--- src/common/decode_pkg.sv ---
package decode_pkg;

    localparam int xlen       = 32;
    localparam int reg_addr_w = 5;
    localparam int alu_op_w   = 12;

    // major opcodes, inst[31:26]
    localparam logic [5:0] op_special = 6'h00;
    localparam logic [5:0] op_regimm  = 6'h01;
    localparam logic [5:0] op_j       = 6'h02;
    localparam logic [5:0] op_jal     = 6'h03;
    localparam logic [5:0] op_beq     = 6'h04;
    localparam logic [5:0] op_bne     = 6'h05;
    localparam logic [5:0] op_addiu   = 6'h09;
    localparam logic [5:0] op_slti    = 6'h0a;
    localparam logic [5:0] op_sltiu   = 6'h0b;
    localparam logic [5:0] op_andi    = 6'h0c;
    localparam logic [5:0] op_ori     = 6'h0d;
    localparam logic [5:0] op_xori    = 6'h0e;
    localparam logic [5:0] op_lui     = 6'h0f;
    localparam logic [5:0] op_lw      = 6'h23;
    localparam logic [5:0] op_sw      = 6'h2b;

    // special function codes, inst[5:0]
    localparam logic [5:0] fn_sll  = 6'h00;
    localparam logic [5:0] fn_srl  = 6'h02;
    localparam logic [5:0] fn_sra  = 6'h03;
    localparam logic [5:0] fn_jr   = 6'h08;
    localparam logic [5:0] fn_addu = 6'h21;
    localparam logic [5:0] fn_subu = 6'h23;
    localparam logic [5:0] fn_and  = 6'h24;
    localparam logic [5:0] fn_or   = 6'h25;
    localparam logic [5:0] fn_xor  = 6'h26;
    localparam logic [5:0] fn_nor  = 6'h27;
    localparam logic [5:0] fn_slt  = 6'h2a;
    localparam logic [5:0] fn_sltu = 6'h2b;

    localparam logic [4:0] rt_bltz = 5'h00; // regimm selector in rt
    localparam logic [4:0] rt_bgez = 5'h01;

    // bit positions in the one-hot alu_op
    localparam int alu_add  = 0;
    localparam int alu_sub  = 1;
    localparam int alu_slt  = 2;
    localparam int alu_sltu = 3;
    localparam int alu_and  = 4;
    localparam int alu_nor  = 5;
    localparam int alu_or   = 6;
    localparam int alu_xor  = 7;
    localparam int alu_sll  = 8;
    localparam int alu_srl  = 9;
    localparam int alu_sra  = 10;
    localparam int alu_lui  = 11;

    typedef struct packed {
        logic [xlen-1:0] pc;
        logic [xlen-1:0] inst;
    } fetch_bus_t;

    typedef struct packed {
        logic                  we;
        logic [reg_addr_w-1:0] waddr;
        logic [xlen-1:0]       wdata;
    } rf_write_t;

    // result report from es, ms or ws
    typedef struct packed {
        logic                  valid;
        logic                  gr_we;
        logic                  is_load; // value not there yet
        logic [reg_addr_w-1:0] addr;
        logic [xlen-1:0]       value;
    } fwd_bus_t;

    typedef struct packed {
        logic [alu_op_w-1:0]   alu_op;
        logic                  src1_is_sa;
        logic                  src1_is_pc;
        logic                  src2_is_imm;
        logic                  src2_is_8;
        logic                  zero_ext_imm;
        logic                  load_op;
        logic                  mem_we;
        logic                  gr_we;
        logic [reg_addr_w-1:0] dest;
        logic [15:0]           imm;
    } ctrl_t;

    typedef struct packed {
        ctrl_t           ctrl;
        logic [xlen-1:0] rs_value;
        logic [xlen-1:0] rt_value;
        logic [xlen-1:0] pc;
    } decode_bus_t;

    typedef struct packed {
        logic            stall;
        logic            taken;
        logic [xlen-1:0] target;
    } branch_bus_t;

endpackage

--- src/rtl/regfile.sv ---
module regfile (
    input  logic                              clk,
    input  logic [decode_pkg::reg_addr_w-1:0] raddr1,
    input  logic [decode_pkg::reg_addr_w-1:0] raddr2,
    output logic [decode_pkg::xlen-1:0]       rdata1,
    output logic [decode_pkg::xlen-1:0]       rdata2,
    input  decode_pkg::rf_write_t             wr
);

    logic [decode_pkg::xlen-1:0] regs [0:(1 << decode_pkg::reg_addr_w)-1];

    always_ff @(posedge clk) begin
        if (wr.we) begin
            regs[wr.waddr] <= wr.wdata; // r0 may be written, never read back
        end
    end

    // combinational read, r0 hardwired
    assign rdata1 = (raddr1 == '0) ? '0 : regs[raddr1];
    assign rdata2 = (raddr2 == '0) ? '0 : regs[raddr2];

    write_addr_known: assert property (@(posedge clk)
        wr.we |-> !$isunknown(wr.waddr));

endmodule

--- src/decode/instr_decoder.sv ---
module instr_decoder (
    input  logic [decode_pkg::xlen-1:0] inst,
    output decode_pkg::ctrl_t           ctrl,
    output logic                        is_beq,
    output logic                        is_bne,
    output logic                        is_bgez,
    output logic                        is_bltz,
    output logic                        is_jump,
    output logic                        is_jr
);

    logic [5:0] op;
    logic [5:0] func;
    logic [4:0] rs;
    logic [4:0] rt;
    logic [4:0] rd;
    logic [4:0] sa;
    logic       special;
    logic       inst_addu, inst_subu, inst_slt, inst_sltu;
    logic       inst_and, inst_or, inst_xor, inst_nor;
    logic       inst_sll, inst_srl, inst_sra;
    logic       inst_addiu, inst_slti, inst_sltiu, inst_andi, inst_ori, inst_xori, inst_lui;
    logic       inst_lw, inst_sw, inst_jal;
    logic       dst_is_rt;
    logic       known;

    assign op      = inst[31:26];
    assign rs      = inst[25:21];
    assign rt      = inst[20:16];
    assign rd      = inst[15:11];
    assign sa      = inst[10:6];
    assign func    = inst[5:0];
    assign special = (op == decode_pkg::op_special);

    // register-register ops need sa clear
    assign inst_addu = special && func == decode_pkg::fn_addu && sa == '0;
    assign inst_subu = special && func == decode_pkg::fn_subu && sa == '0;
    assign inst_slt  = special && func == decode_pkg::fn_slt  && sa == '0;
    assign inst_sltu = special && func == decode_pkg::fn_sltu && sa == '0;
    assign inst_and  = special && func == decode_pkg::fn_and  && sa == '0;
    assign inst_or   = special && func == decode_pkg::fn_or   && sa == '0;
    assign inst_xor  = special && func == decode_pkg::fn_xor  && sa == '0;
    assign inst_nor  = special && func == decode_pkg::fn_nor  && sa == '0;
    assign inst_sll  = special && func == decode_pkg::fn_sll  && rs == '0; // shift by sa
    assign inst_srl  = special && func == decode_pkg::fn_srl  && rs == '0;
    assign inst_sra  = special && func == decode_pkg::fn_sra  && rs == '0;
    assign is_jr     = special && func == decode_pkg::fn_jr && rt == '0 && rd == '0 && sa == '0;

    assign inst_addiu = (op == decode_pkg::op_addiu);
    assign inst_slti  = (op == decode_pkg::op_slti);
    assign inst_sltiu = (op == decode_pkg::op_sltiu);
    assign inst_andi  = (op == decode_pkg::op_andi);
    assign inst_ori   = (op == decode_pkg::op_ori);
    assign inst_xori  = (op == decode_pkg::op_xori);
    assign inst_lui   = (op == decode_pkg::op_lui) && rs == '0;
    assign inst_lw    = (op == decode_pkg::op_lw);
    assign inst_sw    = (op == decode_pkg::op_sw);
    assign inst_jal   = (op == decode_pkg::op_jal);
    assign is_beq     = (op == decode_pkg::op_beq);
    assign is_bne     = (op == decode_pkg::op_bne);
    assign is_bgez    = (op == decode_pkg::op_regimm) && rt == decode_pkg::rt_bgez;
    assign is_bltz    = (op == decode_pkg::op_regimm) && rt == decode_pkg::rt_bltz;
    assign is_jump    = (op == decode_pkg::op_j) || inst_jal;

    assign dst_is_rt = inst_addiu | inst_slti | inst_sltiu | inst_andi | inst_ori
                     | inst_xori | inst_lui | inst_lw;

    assign known = inst_addu | inst_subu | inst_slt | inst_sltu | inst_and | inst_or
                 | inst_xor | inst_nor | inst_sll | inst_srl | inst_sra | dst_is_rt
                 | inst_sw | is_beq | is_bne | is_bgez | is_bltz | is_jump | is_jr;

    always_comb begin
        ctrl = '0; // anything unrecognised stays a bubble
        ctrl.alu_op[decode_pkg::alu_add]  = inst_addu | inst_addiu | inst_lw | inst_sw | inst_jal;
        ctrl.alu_op[decode_pkg::alu_sub]  = inst_subu;
        ctrl.alu_op[decode_pkg::alu_slt]  = inst_slt  | inst_slti;
        ctrl.alu_op[decode_pkg::alu_sltu] = inst_sltu | inst_sltiu;
        ctrl.alu_op[decode_pkg::alu_and]  = inst_and  | inst_andi;
        ctrl.alu_op[decode_pkg::alu_nor]  = inst_nor;
        ctrl.alu_op[decode_pkg::alu_or]   = inst_or   | inst_ori;
        ctrl.alu_op[decode_pkg::alu_xor]  = inst_xor  | inst_xori;
        ctrl.alu_op[decode_pkg::alu_sll]  = inst_sll;
        ctrl.alu_op[decode_pkg::alu_srl]  = inst_srl;
        ctrl.alu_op[decode_pkg::alu_sra]  = inst_sra;
        ctrl.alu_op[decode_pkg::alu_lui]  = inst_lui;
        ctrl.src1_is_sa   = inst_sll | inst_srl | inst_sra;
        ctrl.src1_is_pc   = inst_jal; // link value is pc + 8
        ctrl.src2_is_8    = inst_jal;
        ctrl.src2_is_imm  = dst_is_rt | inst_sw;
        ctrl.zero_ext_imm = inst_andi | inst_ori | inst_xori;
        ctrl.load_op      = inst_lw;
        ctrl.mem_we       = inst_sw;
        ctrl.gr_we        = |ctrl.alu_op & ~inst_sw;
        if (known) begin
            ctrl.dest = inst_jal ? 5'd31 : (dst_is_rt ? rt : rd);
            ctrl.imm  = inst[15:0];
        end
    end

    always_comb begin
        alu_op_onehot: assert ($onehot0(ctrl.alu_op));
    end

endmodule

--- src/decode/operand_forward.sv ---
module operand_forward (
    input  logic [decode_pkg::reg_addr_w-1:0] rs_addr,
    input  logic [decode_pkg::reg_addr_w-1:0] rt_addr,
    input  logic [decode_pkg::xlen-1:0]       rf_rs,
    input  logic [decode_pkg::xlen-1:0]       rf_rt,
    input  decode_pkg::fwd_bus_t              es_fw,
    input  decode_pkg::fwd_bus_t              ms_fw,
    input  decode_pkg::fwd_bus_t              ws_fw,
    output logic [decode_pkg::xlen-1:0]       rs_value,
    output logic [decode_pkg::xlen-1:0]       rt_value,
    output logic                              load_hazard
);

    // youngest producer first, then the register file
    function automatic logic [decode_pkg::xlen-1:0] pick(
        input logic [decode_pkg::reg_addr_w-1:0] addr,
        input logic [decode_pkg::xlen-1:0]       rf_value,
        input decode_pkg::fwd_bus_t              es,
        input decode_pkg::fwd_bus_t              ms,
        input decode_pkg::fwd_bus_t              ws
    );
        logic [decode_pkg::xlen-1:0] result;
        if (addr == '0) begin
            result = '0;
        end else if (es.valid && es.gr_we && !es.is_load && es.addr == addr) begin
            result = es.value;
        end else if (ms.valid && ms.gr_we && ms.addr == addr) begin
            result = ms.value;
        end else if (ws.valid && ws.gr_we && ws.addr == addr) begin
            result = ws.value;
        end else begin
            result = rf_value;
        end
        return result;
    endfunction

    assign rs_value = pick(rs_addr, rf_rs, es_fw, ms_fw, ws_fw);
    assign rt_value = pick(rt_addr, rf_rt, es_fw, ms_fw, ws_fw);

    // load in execute has no data until memory
    assign load_hazard = es_fw.valid && es_fw.is_load
                      && ((rs_addr != '0 && es_fw.addr == rs_addr)
                      ||  (rt_addr != '0 && es_fw.addr == rt_addr));

endmodule

--- src/decode/branch_unit.sv ---
module branch_unit (
    input  logic [decode_pkg::xlen-1:0] pc,
    input  logic [decode_pkg::xlen-1:0] inst,
    input  logic [decode_pkg::xlen-1:0] rs_value,
    input  logic [decode_pkg::xlen-1:0] rt_value,
    input  logic                        is_beq,
    input  logic                        is_bne,
    input  logic                        is_bgez,
    input  logic                        is_bltz,
    input  logic                        is_jump,
    input  logic                        is_jr,
    input  logic                        ready,
    output logic                        taken,
    output logic [decode_pkg::xlen-1:0] target
);

    logic [decode_pkg::xlen-1:0] pc_plus4;
    logic [decode_pkg::xlen-1:0] br_offset;
    logic                        rs_eq_rt;
    logic                        rs_neg;
    logic                        cond;

    assign pc_plus4  = pc + 32'd4; // delay slot address
    assign br_offset = {{14{inst[15]}}, inst[15:0], 2'b00};
    assign rs_eq_rt  = (rs_value == rt_value);
    assign rs_neg    = rs_value[decode_pkg::xlen-1];

    assign cond = (is_beq  &&  rs_eq_rt)
               || (is_bne  && !rs_eq_rt)
               || (is_bgez && !rs_neg)
               || (is_bltz &&  rs_neg)
               || is_jump || is_jr;

    assign taken = ready && cond;

    always_comb begin
        if (is_jr) begin
            target = rs_value;
        end else if (is_jump) begin
            target = {pc_plus4[31:28], inst[25:0], 2'b00}; // same 256MB region
        end else begin
            target = pc_plus4 + br_offset;
        end
    end

endmodule

--- src/rtl/id_stage.sv ---
module id_stage (
    input  logic                    clk,
    input  logic                    reset,
    input  logic                    fs_valid,
    input  decode_pkg::fetch_bus_t  fs_bus,
    output logic                    ds_allowin,
    input  logic                    es_allowin,
    output logic                    ds_to_es_valid,
    output decode_pkg::decode_bus_t ds_to_es_bus,
    output decode_pkg::branch_bus_t br_bus,
    input  decode_pkg::fwd_bus_t    es_fw,
    input  decode_pkg::fwd_bus_t    ms_fw,
    input  decode_pkg::fwd_bus_t    ws_fw,
    input  decode_pkg::rf_write_t   ws_rf
);

    decode_pkg::fetch_bus_t ds_bus_r; // held fetch item
    logic                   ds_valid;
    logic                   ds_ready_go;
    logic                   load_hazard;
    decode_pkg::ctrl_t      ctrl;
    logic                   is_beq;
    logic                   is_bne;
    logic                   is_bgez;
    logic                   is_bltz;
    logic                   is_jump;
    logic                   is_jr;
    logic [decode_pkg::reg_addr_w-1:0] rs_addr;
    logic [decode_pkg::reg_addr_w-1:0] rt_addr;
    logic [decode_pkg::xlen-1:0]       rf_rs;
    logic [decode_pkg::xlen-1:0]       rf_rt;
    logic [decode_pkg::xlen-1:0]       rs_value;
    logic [decode_pkg::xlen-1:0]       rt_value;

    assign rs_addr = ds_bus_r.inst[25:21];
    assign rt_addr = ds_bus_r.inst[20:16];

    always_ff @(posedge clk) begin
        if (fs_valid && ds_allowin) begin
            ds_bus_r <= fs_bus;
        end
    end

    always_ff @(posedge clk) begin
        if (reset) begin
            ds_valid <= 1'b0;
        end else if (ds_allowin) begin
            ds_valid <= fs_valid;
        end
    end

    assign ds_ready_go    = !load_hazard;
    assign ds_allowin     = !ds_valid || (ds_ready_go && es_allowin);
    assign ds_to_es_valid = ds_valid && ds_ready_go;

    assign ds_to_es_bus = '{ctrl: ctrl, rs_value: rs_value, rt_value: rt_value, pc: ds_bus_r.pc};
    assign br_bus.stall = ds_valid && !ds_ready_go; // fetch waits for the operand

    regfile u_regfile (
        .clk    (clk),
        .raddr1 (rs_addr),
        .raddr2 (rt_addr),
        .rdata1 (rf_rs),
        .rdata2 (rf_rt),
        .wr     (ws_rf)
    );

    instr_decoder u_instr_decoder (
        .inst    (ds_bus_r.inst),
        .ctrl    (ctrl),
        .is_beq  (is_beq),
        .is_bne  (is_bne),
        .is_bgez (is_bgez),
        .is_bltz (is_bltz),
        .is_jump (is_jump),
        .is_jr   (is_jr)
    );

    operand_forward u_operand_forward (
        .rs_addr     (rs_addr),
        .rt_addr     (rt_addr),
        .rf_rs       (rf_rs),
        .rf_rt       (rf_rt),
        .es_fw       (es_fw),
        .ms_fw       (ms_fw),
        .ws_fw       (ws_fw),
        .rs_value    (rs_value),
        .rt_value    (rt_value),
        .load_hazard (load_hazard)
    );

    branch_unit u_branch_unit (
        .pc       (ds_bus_r.pc),
        .inst     (ds_bus_r.inst),
        .rs_value (rs_value),
        .rt_value (rt_value),
        .is_beq   (is_beq),
        .is_bne   (is_bne),
        .is_bgez  (is_bgez),
        .is_bltz  (is_bltz),
        .is_jump  (is_jump),
        .is_jr    (is_jr),
        .ready    (ds_to_es_valid),
        .taken    (br_bus.taken),
        .target   (br_bus.target)
    );

    // execute stalled, so the offered bundle must not move
    hold_under_backpressure: assert property (@(posedge clk) disable iff (reset)
        ds_to_es_valid && !es_allowin |=> $stable(ds_to_es_bus));

    // fetch jumps to this address, so it must be resolved
    redirect_target_known: assert property (@(posedge clk) disable iff (reset)
        br_bus.taken |-> !$isunknown(br_bus.target));

endmodule

--- config.mk ---
export PLATFORM = sky130hd
export DESIGN_NAME = id_stage
export DESIGN_NICKNAME = d
export VERILOG_FILES = /design/src/common/decode_pkg.sv /design/src/rtl/regfile.sv /design/src/decode/instr_decoder.sv /design/src/decode/operand_forward.sv /design/src/decode/branch_unit.sv /design/src/rtl/id_stage.sv
export SDC_FILE = /design/constraint.sdc
export NUM_CORES = 2
export LEC_CHECK = 0
export BUFFER_PORTS_ARGS = -buffer_cell sky130_fd_sc_hd__buf_2
export CORE_UTILIZATION = 35
export DETAILED_ROUTE_END_ITERATION = 12
export PLACE_DENSITY = 0.54
export RECOVER_POWER = 100
export SLEW_MARGIN = 20
export SYNTH_ARGS = -nofsm -noshare
export SYNTH_HDL_FRONTEND = slang
export SYNTH_SLANG_ARGS = --single-unit
--- constraint.sdc ---
create_clock -name clk -period 8.2 [get_ports clk]
set_input_delay 1.64 -clock clk [delete_from_list [all_inputs] [get_ports clk]]
set_output_delay 1.64 -clock clk [all_outputs]
set_load 0.02 [all_outputs]
# After elaboration in Yosys (flattened, before gate mapping)
# Memories as Yosys holds them, arrays and structs flattened. A register that Yosys moved wholly into a read port is not among the register bits.
# Index checks and enable logic that the tools add are counted.
# classes
add_sub_neg	2
bitwise	41
muxes	17
n_reduce_logical	74
eq_ne	33
# ops
cell	count
$mux 32	10
$eq 6x6->1 const B	10
$logic_and 1x1->1	52
$eq 6x4->1 const B	8
$or 1x1->1	39
$add 32x3->32 const B	1
$add 32x32->32	1
$eq 32x32->1	1
$eq 5x5->1	6
$eq 6x2->1 const B	4
$mux 21	1
$logic_not 5->1	4
$mux 5	4
$eq 6x3->1 const B	2
$logic_not 6->1	2
$reduce_or 12->1	1
$reduce_bool 5->1	2
$logic_or 1x1->1	8
$eq 6x1->1 const B	1
$eq 5x1->1 const B	1
$logic_not 1->1	5
$mux 1	2
$and 1x1->1	1
$not 1->1	1
# totals
register_bits	65
output_inout_bits	173
mem_bits_rw	1024
memories	1
# memory_table
memory	depth	width	rd	rd_clocked_by_memory_dff	write_ports	line_no	rtl
u_regfile.regs	32	32	2	2	1	regfile.sv:10	logic [decode_pkg::xlen-1:0] regs [0:(1 << decode_pkg::reg_addr_w)-1];

# Depth between registers and ports, before layout
# logic_depth
ltp_word	22
mapped_depth	20
depth_no_buf	19

# Cells and area by module
# Synthesis repeated with hierarchy kept, for this count alone.
# unflattened
hier_cells	3449
hier_area_um2	55949.9
# modules_own_cells
mod	cells_each	n_inst	area_per_inst_um2	seq_area_each_um2
regfile	2400	1	46960.0	30749.5
branch_unit	439	1	3037.9	0.0
operand_forward	369	1	2829.0	0.0
id_stage	105	1	2243.4	1941.9
instr_decoder	136	1	879.6	0.0

# Least setup slack after synthesis
# OpenSTA, ideal clock, no wires.
# synth_path
path_type	input to output
from	input ms_fw[33] (netlist bit)
to	output br_bus[32] (netlist bit)
path_slack_ns	1.875
cell_stages	13
n_path_buf	1
t_arrival_ns	4.685
cell_sequence	xnor2_1 nand4_1 nor3_1 nor3_1 a221oi_1 xnor2_1 nand4_1 nor4_1 nand3_1 nor4_2 xnor2_1 o21ai_1 buf_4
# synth_lines
element	line_no	rtl
from (decl)	id_stage.sv:12	input decode_pkg::fwd_bus_t ms_fw,
to (decl)	id_stage.sv:10	output decode_pkg::branch_bus_t br_bus,

==> impl_results.md <==
* Outcome: finished, violations left
* Failing checks: max-capacitance violations, max-slew violations
* Die height at 400 µm
* Post-DP HPWL at 157000 µm
* Num rows at 145
* Worst-skew pair later-pin latency at 770 ps
* Final Non-Filler Cells at 5963
* Worst setup SP type: primary input
* Post-layout util at 40.6%
* Most common cell after layout, fill and taps aside: edfxtp_1
* GRT Total Usage at 28.9%
* Synth cell types at 80
* Synth Flop Type: edfxtp_1
* Final hold vios at 0
* Starting DRC count in detailed routing at 5288
* Clk slew on worst S/H paths at 60 ps
* Fraction of registers with async set/reset at 0%
* Tightest Hold Check Type: register to register
* Leakage at 20.7 nW
* Initial Util at 35.4%
* Largest net degree at the start of global routing at 71
* Nets at 4054
* Max Fclk at 126 MHz
* CTS max path bufs at 3
* Synthesized area per cell at 16.4 µm²
* Area leader, netlist: edfxtp_1
* Drt total wl at 236000 µm
* Measured slew at the worst slew-check pin at 4650 ps
* Path depth of the worst reg2reg path at 11
* Max H-tree Level at 3
* Req. time, crit path at 6560 ps
* PortBufs at 396
* Per-cell routed wire length at 39.6 µm
* Max-slew headroom at -210%
* Setup bufs post-CTS at 0
* DRT Pass-1 Iters at 9
* EDFF count, synth at 1088
* Synth Warn # at 0
* Die W at 400 µm
* Min-Delay Path Depth at 2
* RSZ-0062 raised after global routing: false
* Hold-fix buffers, CTS at 0
* Cell area after synthesis at 55500 µm²
* Hold Path End: ds_valid$_SDFFE_PP0N_
* Critical Path AT at 6280 ps
* R2r endpoint: ds_to_es_bus[12]$_DFFE_PP_
* Via-to-Cell Ratio at 6.41
* Global route total overflow at 0
* Root Driver: clkbuf_16
* Area contributors post-synth: edfxtp_1 59%, mux4_2 19%, mux2i_1 3.0%
* I/O pin total at 399
* Max VDD drop at 209 µV
* First-pass GRT wire length at 318000 µm
* Synth Register Bits at 1099
* Fraction of layout cells with a size suffix above 1 at 27.5%
* Hold Startpoint: ds_valid$_SDFFE_PP0N_
* Most frequent cells in the layout: 1088 x edfxtp_1, 469 x mux4_2, 245 x clkbuf_1
* Post-CTS resize count at 0
* Initial antenna violation count at 42
* Setup TNS at 0 ps
* Post-Syn Nets at 3651
* Vias at 38200
* Post-Synthesis Cells at 3394
* WS Path Type: primary input to primary output
* Max-cap violations at 39
* Worst R2R Setup Slack at 1330 ps
* Placed instance count at 5736
* Layout Skew at 22.2 ps
* Die area at 160000 µm²
* Placer Congestion at 1.01
* Clock period minus worst slack at 7920 ps
* Period utilisation layout at 96.6%
* Critical Path End Type: primary output
* Syn-to-layout area delta at 14.5%
* Sequential-to-total area share from yosys stat at 59.2%
* Inserted Clock Buffers at 117
* Worst reg2reg startpoint: ds_bus_r[17]$_DFFE_PP_
* Final Slew Violations at 1118
* CTS tree: yes
* Vias in the first global route at 37200
* CORE AREA at 157000 µm²
* Critical path peak fanout at 12
* Setup Viol. Count Final at 0
* Power Density at 226 nW/µm²
* Clock Sinks at 1099
* Antenna-violating nets left at 0
* Drt drc at 0
* Share of the synthesized area in the top cell type at 58.9%
-- per-stage QoR --
step,setup WS [ps],total power (W),area [µm²],hold slack (ps)
3_3_place_gp,702,0.00916,60300,498
4_1_cts,473,0.0144,64000,529
3_5_place_dp,637,0.00916,60300,514
5_1_grt,165,0.0147,63500,572
6_report,280,0.0144,63600,526
2_1_floorplan,1880,0.00798,55500,473
-- report_power, final --
part | internal, W | leakage, nW | switching [W]
clock network | 0.00297 | 1.83 | 0.00232
logic | 0.000938 | 8.90 | 0.00170
registers | 0.00628 | 9.94 | 0.000149
total | 0.0102 | 20.7 | 0.00417
-- kinds of logic after synthesis --
kind of cell,count (synthesis),share of synthesized area [%]
adders and majority gates,31,0.712
and+or+nand+nor,652,5.87
buffers and inverters,318,3.13
muxes,655,22.4
xor gates and xnor gates,117,1.85
DFF,1099,59.2
AOI/OAI and AO/OA,522,6.78
-- synthesized netlist by cell type, types with 30 or more instances --
cell / instances
clkbuf_1: 107
xor2_1: 51
buf_2: 64
nor3_1: 52
mux4_2: 469
a21oi_1: 87
o21ai_0: 70
nand2_1: 179
a22oi_1: 109
o221ai_1: 40
nand3_1: 59
nand4_1: 44
buf_4: 85
edfxtp_1: 1088
ha_1: 30
mux2i_1: 167
xnor2_1: 66
nor2_1: 147
-- metal layers --
layer	routed length (µm)	track usage (%)
met5	241	0
met4	14100	14.7
met3	24200	6.79
met2	110000	46.3
met1	87800	36.5
-- how the worst max path moves through the flow --
stage / from / to / slack, ps / cells past startpoint
finish: es_fw[33] / br_bus[32] / 280 / 14
global route: es_fw[33] / br_bus[32] / 170 / 14
CTS: register / br_bus[32] / 470 / 13
detailed placement: es_fw[36] / br_bus[32] / 640 / 14
global placement: es_fw[36] / br_bus[32] / 700 / 14
floorplan: ms_fw[33] / br_bus[32] / 1880 / 13
-- layout make-up --
type / count / area (µm²)
Antenna cell: 14 / 35.0
Tap cell: 2058 / 2570
Timing Repair Buffer: 573 / 3060
Multi-Input combinational cell: 1977 / 21100
Clock buffer: 139 / 3010
Fill cell: 14400 / 93200
Inverter: 29 / 110
Sequential cell: 1099 / 32900
Clock inverter: 74 / 757
-- worst max-delay path, cell delays in order --
cell and delay [ps]:
clkbuf_1 100, xor2_1 170, nor3_1 790, nand2_1 430
buf_4 330, nand2_1 150, o221ai_1 320, a221oi_1 990
xnor2_1 240, nand4_1 180, nor4_2 410, xnor2_1 110
o21ai_1 210, buf_2 200
-- flip-flops by register name, indices dropped and copies added, names as in the netlist, named ones only --
name / cells
u_regfile.regs: 1024
ds_bus_r: 32
ds_to_es_bus: 32
ds_valid: 1
Note: power is estimated with default switching activity, not from simulation.
